## config.mk

```make
export PLATFORM = sky130hd
export DESIGN_NAME = gmii_rx_top
export DESIGN_NICKNAME = d
export VERILOG_FILES = /design/src/hdl/gmii_rx_pkg.sv /design/src/hdl/rx_byte_if.sv /design/src/hdl/gmii_rx_top.sv /design/src/hdl/payload_out.sv /design/src/hdl/crc32_check.sv /design/src/hdl/header_capture.sv /design/src/hdl/rx_frame_ctrl.sv /design/src/hdl/gmii_input_sync.sv
export SDC_FILE = /design/constraint.sdc
export NUM_CORES = 1
export LEC_CHECK = 0
export BUFFER_PORTS_ARGS = -buffer_cell sky130_fd_sc_hd__buf_2
export CAP_MARGIN = 20
export CORE_AREA = 2 2 129 131
export DETAILED_ROUTE_END_ITERATION = 8
export DIE_AREA = 0 0 131 133
export GPL_TIMING_DRIVEN = 1
export HOLD_SLACK_MARGIN = 0.05
export MAX_ROUTING_LAYER = met4
export PLACE_DENSITY = 0.79
export SLEW_MARGIN = 10
export SYNTH_ARGS = -nofsm -noshare
export SYNTH_HDL_FRONTEND = slang
export SYNTH_HIERARCHICAL = 1
export SYNTH_SLANG_ARGS = --single-unit
```

## constraint.sdc

```tcl
create_clock -name clk_i -period 6.31 [get_ports clk_i]
set_input_delay 1.262 -clock clk_i [delete_from_list [all_inputs] [get_ports clk_i]]
set_output_delay 1.262 -clock clk_i [all_outputs]
set_load 0.05 [all_outputs]
```

## src/hdl/gmii_rx_pkg.sv

```systemverilog
package gmii_rx_pkg;

    // preamble and start-of-frame delimiter as seen on the GMII byte lane
    localparam logic [7:0] PREAMBLE_BYTE = 8'h55;
    localparam logic [7:0] SFD_BYTE      = 8'hd5;

    // destination, source and EtherType
    localparam int HEADER_BYTES = 14;
    localparam int FCS_BYTES    = 4;

    // reflected CRC-32 as used by IEEE 802.3
    localparam logic [31:0] CRC_POLY = 32'hedb88320;
    localparam logic [31:0] CRC_INIT = 32'hffffffff;

    // register value after a good frame has been run through including its FCS
    localparam logic [31:0] CRC_RESIDUE = 32'hdebb20e3;

    localparam logic [47:0] BROADCAST_MAC = 48'hffff_ffff_ffff;

    typedef enum logic [2:0] {
        IDLE,
        PREAMBLE,
        HEADER,
        PAYLOAD,
        DISCARD
    } rx_state_e;

endpackage
```

## src/hdl/rx_byte_if.sv

```systemverilog
interface rx_byte_if;

    // registered GMII byte
    logic [7:0] data;
    logic       byte_vld;

    // frame edges, each one cycle wide
    logic sof;
    logic eof;

    modport source (
        output data,
        output byte_vld,
        output sof,
        output eof
    );

    modport sink (
        input data,
        input byte_vld,
        input sof,
        input eof
    );

endinterface

```

## src/hdl/gmii_rx_top.sv

```systemverilog
module gmii_rx_top (
    input  logic        clk_i,
    input  logic        rst_i,
    input  logic [7:0]  rx_d_i,
    input  logic        rx_dv_i,
    input  logic        check_destination_i,
    input  logic [47:0] local_mac_i,
    output logic [7:0]  m_tdata_o,
    output logic        m_tvalid_o,
    output logic        m_tlast_o,
    output logic        fcs_ok_o,
    output logic [47:0] src_mac_o,
    output logic [15:0] ethertype_o
);

    rx_byte_if rx_bus ();

    logic hdr_shift;
    logic crc_clear;
    logic crc_en;
    logic pay_en;
    logic frame_end;
    logic dest_match;
    logic crc_ok;

    gmii_input_sync i_sync (
        .clk_i   (clk_i),
        .rst_i   (rst_i),
        .rx_d_i  (rx_d_i),
        .rx_dv_i (rx_dv_i),
        .rx_o    (rx_bus.source)
    );

    rx_frame_ctrl i_ctrl (
        .clk_i               (clk_i),
        .rst_i               (rst_i),
        .rx_i                (rx_bus.sink),
        .check_destination_i (check_destination_i),
        .dest_match_i        (dest_match),
        .hdr_shift_o         (hdr_shift),
        .crc_clear_o         (crc_clear),
        .crc_en_o            (crc_en),
        .pay_en_o            (pay_en),
        .frame_end_o         (frame_end)
    );

    header_capture i_hdr (
        .clk_i        (clk_i),
        .rst_i        (rst_i),
        .rx_i         (rx_bus.sink),
        .hdr_shift_i  (hdr_shift),
        .local_mac_i  (local_mac_i),
        .dest_match_o (dest_match),
        .src_mac_o    (src_mac_o),
        .ethertype_o  (ethertype_o)
    );

    crc32_check i_crc (
        .clk_i       (clk_i),
        .rst_i       (rst_i),
        .rx_i        (rx_bus.sink),
        .crc_clear_i (crc_clear),
        .crc_en_i    (crc_en),
        .fcs_ok_o    (crc_ok)
    );

    payload_out i_pay (
        .clk_i       (clk_i),
        .rst_i       (rst_i),
        .rx_i        (rx_bus.sink),
        .pay_en_i    (pay_en),
        .frame_end_i (frame_end),
        .fcs_ok_i    (crc_ok),
        .m_tdata_o   (m_tdata_o),
        .m_tvalid_o  (m_tvalid_o),
        .m_tlast_o   (m_tlast_o),
        .fcs_ok_o    (fcs_ok_o)
    );

endmodule

```

## src/hdl/payload_out.sv

```systemverilog
module payload_out
    import gmii_rx_pkg::*;
(
    input  logic       clk_i,
    input  logic       rst_i,
    rx_byte_if.sink    rx_i,
    input  logic       pay_en_i,
    input  logic       frame_end_i,
    input  logic       fcs_ok_i,
    output logic [7:0] m_tdata_o,
    output logic       m_tvalid_o,
    output logic       m_tlast_o,
    output logic       fcs_ok_o
);

    // four byte delay line, slot 0 newest
    logic [FCS_BYTES-1:0][7:0] dly_q;
    logic [2:0]                fill_q;
    logic                      full;

    // byte that left the delay line and waits to learn if it is the last one
    logic [7:0] pend_q;
    logic       pend_vld_q;

    assign full = (fill_q == 3'(FCS_BYTES));

    always_ff @(posedge clk_i) begin
        if (pay_en_i) begin
            dly_q <= {dly_q[FCS_BYTES-2:0], rx_i.data};
            if (full) begin
                pend_q <= dly_q[FCS_BYTES-1];
            end
        end
        if ((pay_en_i && pend_vld_q) || frame_end_i) begin
            m_tdata_o <= pend_q;
        end
    end

    always_ff @(posedge clk_i) begin
        if (rst_i) begin
            fill_q     <= '0;
            pend_vld_q <= 1'b0;
            m_tvalid_o <= 1'b0;
            m_tlast_o  <= 1'b0;
            fcs_ok_o   <= 1'b0;
        end else begin
            m_tvalid_o <= 1'b0;
            m_tlast_o  <= 1'b0;
            fcs_ok_o   <= 1'b0;
            if (pay_en_i) begin
                if (!full) begin
                    fill_q <= fill_q + 3'd1;
                end else begin
                    pend_vld_q <= 1'b1;
                end
                m_tvalid_o <= pend_vld_q;
            end
            if (frame_end_i) begin
                m_tvalid_o <= 1'b1;
                m_tlast_o  <= 1'b1;
                fcs_ok_o   <= fcs_ok_i;
            end
            // held bytes are the FCS or a runt, drop them
            if (rx_i.eof) begin
                fill_q     <= '0;
                pend_vld_q <= 1'b0;
            end
        end
    end

endmodule

```

## src/hdl/crc32_check.sv

```systemverilog
module crc32_check
    import gmii_rx_pkg::*;
(
    input  logic    clk_i,
    input  logic    rst_i,
    rx_byte_if.sink rx_i,
    input  logic    crc_clear_i,
    input  logic    crc_en_i,
    output logic    fcs_ok_o
);

    logic [31:0] crc_q;

    // one byte through the reflected polynomial, lsb first
    function automatic logic [31:0] crc_step(input logic [31:0] crc, input logic [7:0] d);
        logic [31:0] c;
        c = crc ^ {24'h0, d};
        for (int i = 0; i < 8; i++) begin
            if (c[0]) begin
                c = (c >> 1) ^ CRC_POLY;
            end else begin
                c = c >> 1;
            end
        end
        return c;
    endfunction

    always_ff @(posedge clk_i) begin
        if (rst_i) begin
            crc_q <= CRC_INIT;
        end else if (crc_clear_i) begin
            crc_q <= CRC_INIT;
        end else if (crc_en_i) begin
            crc_q <= crc_step(crc_q, rx_i.data);
        end
    end

    // no final inversion, the FCS folds the register to a fixed residue
    assign fcs_ok_o = (crc_q == CRC_RESIDUE);

endmodule

```

## src/hdl/header_capture.sv

```systemverilog
module header_capture
    import gmii_rx_pkg::*;
(
    input  logic        clk_i,
    input  logic        rst_i,
    rx_byte_if.sink     rx_i,
    input  logic        hdr_shift_i,
    input  logic [47:0] local_mac_i,
    output logic        dest_match_o,
    output logic [47:0] src_mac_o,
    output logic [15:0] ethertype_o
);

    // byte 0 of the header ends up in hdr_q[0] after the last shift
    logic [HEADER_BYTES-1:0][7:0] hdr_q;
    logic [HEADER_BYTES-1:0][7:0] hdr_next;
    logic [47:0]                  dest_mac;

    assign hdr_next = {rx_i.data, hdr_q[HEADER_BYTES-1:1]};

    always_ff @(posedge clk_i) begin
        if (rst_i) begin
            hdr_q <= '0;
        end else if (hdr_shift_i) begin
            hdr_q <= hdr_next;
        end
    end

    // taken from the view with the current byte already shifted in,
    // so the match is valid while the last header byte is on the bus
    assign dest_mac = {<<8{hdr_next[5:0]}};

    assign dest_match_o = (dest_mac == local_mac_i) || (dest_mac == BROADCAST_MAC);

    // wire order is most significant byte first
    assign src_mac_o   = {<<8{hdr_q[11:6]}};
    assign ethertype_o = {hdr_q[12], hdr_q[13]};

endmodule

```

## src/hdl/rx_frame_ctrl.sv

```systemverilog
module rx_frame_ctrl
    import gmii_rx_pkg::*;
(
    input  logic    clk_i,
    input  logic    rst_i,
    rx_byte_if.sink rx_i,
    input  logic    check_destination_i,
    input  logic    dest_match_i,
    output logic    hdr_shift_o,
    output logic    crc_clear_o,
    output logic    crc_en_o,
    output logic    pay_en_o,
    output logic    frame_end_o
);

    rx_state_e  state_q;
    rx_state_e  state_d;
    logic [3:0] cnt_q;
    logic       accept;
    logic       hdr_last;
    logic       len_ok;

    assign accept   = !check_destination_i || dest_match_i;
    assign hdr_last = (cnt_q == 4'(HEADER_BYTES - 1));

    // payload count saturates once the frame is long enough to carry data
    assign len_ok = (cnt_q > 4'(FCS_BYTES));

    always_comb begin
        state_d = state_q;
        case (state_q)
            IDLE: begin
                if (rx_i.sof) begin
                    state_d = (rx_i.data == PREAMBLE_BYTE) ? PREAMBLE : DISCARD;
                end
            end
            PREAMBLE: begin
                if (rx_i.byte_vld) begin
                    if (rx_i.data == SFD_BYTE) begin
                        state_d = HEADER;
                    end else if (rx_i.data != PREAMBLE_BYTE) begin
                        state_d = DISCARD;
                    end
                end
            end
            HEADER: begin
                // destination filter is decided on the last header byte
                if (rx_i.byte_vld && hdr_last) begin
                    state_d = accept ? PAYLOAD : DISCARD;
                end
            end
            default: begin
                state_d = state_q;
            end
        endcase
        if (rx_i.eof) begin
            state_d = IDLE;
        end
    end

    assign hdr_shift_o = (state_q == HEADER) && rx_i.byte_vld;
    assign pay_en_o    = (state_q == PAYLOAD) && rx_i.byte_vld;
    assign crc_en_o    = hdr_shift_o || pay_en_o;
    assign crc_clear_o = (state_q == PREAMBLE) && rx_i.byte_vld && (rx_i.data == SFD_BYTE);
    assign frame_end_o = (state_q == PAYLOAD) && rx_i.eof && len_ok;

    always_ff @(posedge clk_i) begin
        if (rst_i) begin
            state_q <= IDLE;
        end else begin
            state_q <= state_d;
        end
    end

    // header byte count, then payload byte count
    always_ff @(posedge clk_i) begin
        if (rst_i) begin
            cnt_q <= '0;
        end else if (state_q != state_d) begin
            cnt_q <= '0;
        end else if (hdr_shift_o || (pay_en_o && !len_ok)) begin
            cnt_q <= cnt_q + 4'd1;
        end
    end

endmodule

```

## src/hdl/gmii_input_sync.sv

```systemverilog
module gmii_input_sync (
    input  logic       clk_i,
    input  logic       rst_i,
    input  logic [7:0] rx_d_i,
    input  logic       rx_dv_i,
    rx_byte_if.source  rx_o
);

    logic [7:0] data_q;
    logic       vld_q;
    logic       sof_q;
    logic       eof_q;

    always_ff @(posedge clk_i) begin
        data_q <= rx_d_i;
    end

    // vld_q doubles as the previous data-valid for the edge detect
    always_ff @(posedge clk_i) begin
        if (rst_i) begin
            vld_q <= 1'b0;
            sof_q <= 1'b0;
            eof_q <= 1'b0;
        end else begin
            vld_q <= rx_dv_i;
            sof_q <= rx_dv_i && !vld_q;
            eof_q <= !rx_dv_i && vld_q;
        end
    end

    assign rx_o.data     = data_q;
    assign rx_o.byte_vld = vld_q;
    assign rx_o.sof      = sof_q;
    assign rx_o.eof      = eof_q;

endmodule

```

==> impl_metrics.py <==
metrics = {
    "yosys": {
        "yosysTopAreaCell": "dfxtp_1",
        "synth_nets": 868,
        "async_flop_share_pct": 0,
        "synthCells": 803,
        "synth.cell_area_um2": 8955,
        "synth_ff_type": "dfxtp_1",
        "synth_edf_count": 48,
        "ys_seq_area_share_pct": 52.09,
        "synth_cell_types": 68,
        "yosysTopAreaCellShare_pct": 35.99,
        "yosys_warnings": 6,
        "synthTopCellsByArea": "dfxtp_1, edfxtp_1, mux2i_1",
        "avgSynthCellArea_um2": 11.15,
        "ys_ff_latch": 209,
    },
    "floorplanning": {
        "io_pins": 135,
        "core_area_um2": 16170,
        "dieArea_um2": 17420,
        "die_height_um": 133,
        "die_w_um": 131,
        "start_util_pct": 55.37,
        "rows": 47,
    },
    "critical_path": {
        "rrSetupSlack_ns": 3.48,
        "critPathMaxStageDelay_ns": 0.49,
        "timing.critical_path.mode_cell": "nand4_1",
        "worstPathArrival_ns": 3.35,
        "reg2reg_from": "i_sync/rx_o.byte_vld",
        "cp_slowest_cell": "nor4_1",
        "path_class": "in2reg",
        "worstPathRequired_ns": 6.74,
        "crit_chain": "buf_2 > xor2_1 > nor4_1 > nand4_1 > o31ai_1 > nand2b_1 > a2111oi_0 > a211oi_1 > nand4_1 > nor2_1",
        "end_kind": "register",
        "worstPathBufferInverterCount": 1,
        "path_delay_family": "simple AND/OR/NAND/NOR gates",
        "cp-start-kind": "primary input",
        "r2r_end": "i_crc/crc_q[27]",
        "r2r_cells": 5,
        "crit_path_max_fanout": 4,
    },
    "timing": {
        "finalHoldViolCount": 0,
        "fin_skew_ns": 0.01081,
        "setup_viol": 0,
        "slew_headroom_pct": 34.14,
        "tightest_slew_ns": 0.9869,
        "fmaxAchievable_ghz": 0.3429,
        "fin_crit_ns": 2.917,
        "period_share_pct": 46.22,
        "rsz0062_at_grt": "no",
        "slew_violations": 0,
        "fin_tns_setup_ns": 0,
    },
    "worst_hold_path": {
        "hold_depth": 0,
        "hold_path_startpoint": "i_pay/dly_q[28]",
        "holdCritPathClass": "reg2reg",
        "whs_endpoint": "i_pay/pend_q[4]",
    },
    "run_status": {
        "status": "finished clean",
    },
    "cts": {
        "cts_tree": "yes",
        "insertion_delay_ns": 0.50,
        "root_buffer": "clkbuf_16",
        "cts_setup_buffers": 0,
        "clk_pin_slew_ns": 0.06,
        "cts_hold_buf": 0,
        "post_cts_resize_count": 0,
        "numCtsBuffers": 22,
        "cts_buffer_depth": 3,
        "h-tree-depth": 1,
        "cts.sinks": 209,
    },
    "place": {
        "io_buffers": 134,
        "dp_hpwl_mm": 12.66,
        "globalplace.congestion": 0.9123,
        "post_dp_cell_area_um2": 9706,
    },
    "global_route": {
        "antenna_found_initial": 0,
        "grt_pass1_wl_mm": 29.55,
        "grt.total_usage_pct": 21.81,
        "grt_max_degree": 64,
        "grt_pass1_vias": 5752,
        "grt_remaining_overflow": 0,
    },
    "cells_and_area": {
        "stdcell_area_um2": 10470,
        "insertedDiodeCount": 0,
        "drive_above_1_share_pct": 21.99,
        "area_growth_pct": 16.89,
        "multi_input_area_um2": 4018,
        "nets": 987,
        "seqCellArea_um2": 4664,
        "num-fill-cells": 1275,
    },
    "detailed_routing": {
        "vias_per_cell": 5.235,
        "drc_errors": 0,
        "drt_first_pass_iters": 4,
        "vias": 6057,
        "ant_nets": 0,
        "wire_per_inst_um": 16.17,
        "drt-total-wl_mm": 18.71,
        "drt_iter0_markers": 313,
    },
    "power_and_ir_drop": {
        "leakagePower_uw": 0.004160,
        "p_per_area_nw_per_um2": 270.1,
        "irDropWorstVdd_v": 0.0002169,
    },
    "flow_run": {
        "maxCapViolations": 0,
    },
}
## layer usage
layer | vias up | track usage, % | routed length (um) | part of all wire [%]
met1 | 2864 | 29.81 | 8463 | 45
met2 | 152 | 32.79 | 8849 | 47
met4 | 0 | 7.033 | 427 | 2.3
met3 | 34 | 4.165 | 971 | 5.2
li1 | 3007 | - | - | -
met5 | - | - | 0 | 0
## synthesized netlist by cell type, drive strengths merged, types with 2 or more instances
cell and n:
o311ai 2, nand4 20, or2 2, nor3 6, nand2 28, o21ai 20
dfxtp 161, nand3 6, xnor3 4, a21oi 5, nor2 143, o211ai 14
xnor2 43, nor3b 5, or3 3, ha 5, nor4b 2, mux2i 106
nor2b 8, and2 2, o31ai 2, and3 2, inv 9, mux2 2
buf 24, clkbuf 21, nor4 18, edfxtp 48, xor2 70
## layout by cell type (no fill, tap or decap), drive strengths merged, types with 9 or more instances in the layout
master / count
nand4: 20
o211ai: 14
mux2i: 106
clkbuf: 28
xor2: 70
nor4: 18
o21ai: 20
clkinv: 9
nor2: 143
xnor2: 43
inv: 9
buf: 140
nand2: 28
dfxtp: 161
edfxtp: 48
## final cells by class
cell class,count,share of cell area (%)
Clock buffer,28,5.965
Clock inverter,11,1.052
Inverter,10,0.3586
Multi-Input combinational cell,539,38.38
Sequential cell,209,44.56
Tap cell,220,2.630
Timing Repair Buffer,140,7.052
## report_power, final
group / internal (uW) / switching, uW
combinational: 73.5 / 81.9
clock: 780 / 512
sequential: 1370 / 12.9
total: 2220 / 607
## state kept, by name (all words and copies together) (netlist names)
signal                cells
i_sync/rx_o.byte_vld      1
i_pay/m_tdata_o           8
i_pay/m_tlast_o           1
i_pay/fcs_ok_o            1
i_crc/crc_q              32
i_sync/rx_o.data          8
i_sync/rx_o.sof           1
i_hdr/src_mac_o          48
i_hdr/ethertype_o        16
i_pay/pend_q              8
i_ctrl/state_q            3
i_pay/dly_q              32
i_pay/pend_vld_q          1
i_pay/fill_q              3
i_ctrl/cnt_q              4
i_hdr/dest_mac           40
i_pay/m_tvalid_o          1
i_sync/rx_o.eof           1
## cell families after synthesis
logic type / Yosys count / share of synthesized area [%]
DFF: 209 / 52.09
and+or+nand+nor: 251 / 13.18
adders and majority gates: 5 / 0.6986
buffers and inverters: 55 / 3.186
muxes: 108 / 12.10
xor gates and xnor gates: 118 / 14.25
AOI/OAI and AO/OA: 57 / 4.499
## worst max path at each step
| stage | from | to | slack [ns] | cells past startpoint |
|---|---|---|---|---|
| 2_1_floorplan | i_ctrl/state_q[0] | i_pay/pend_q[0] | 2.35 | 4 |
| 5_1_grt | local_mac_i[9] | i_ctrl/cnt_q[1] | 3.21 | 10 |
| 3_5_place_dp | local_mac_i[9] | i_ctrl/cnt_q[2] | 2.90 | 10 |
| 6_report | local_mac_i[9] | i_ctrl/cnt_q[2] | 3.39 | 10 |
| 3_3_place_gp | local_mac_i[9] | i_ctrl/state_q[2] | 2.94 | 10 |
| 4_1_cts | i_sync/rx_o.byte_vld | i_crc/crc_q[27] | 2.96 | 4 |
## stage by stage
| stage | setup WS (ns) | total power [uW] | utilization [%] | hold WS, ns | cells |
|---|---|---|---|---|---|
| CTS | 2.962 | 2857 | 64.56 | 0.4131 | 1156 |
| detailed placement | 2.904 | 1564 | 60.02 | 0.4045 | 1117 |
| floorplan | 2.347 | 1518 | - | 0.4003 | 803 |
| global route | 3.210 | 2929 | 64.73 | 0.4213 | 1157 |
| global placement | 2.940 | 1563 | 60.02 | 0.4002 | 1117 |
| finish | 3.393 | 2827 | 64.73 | 0.4138 | 1157 |
No activity file was read; power rests on OpenSTA's default activity.
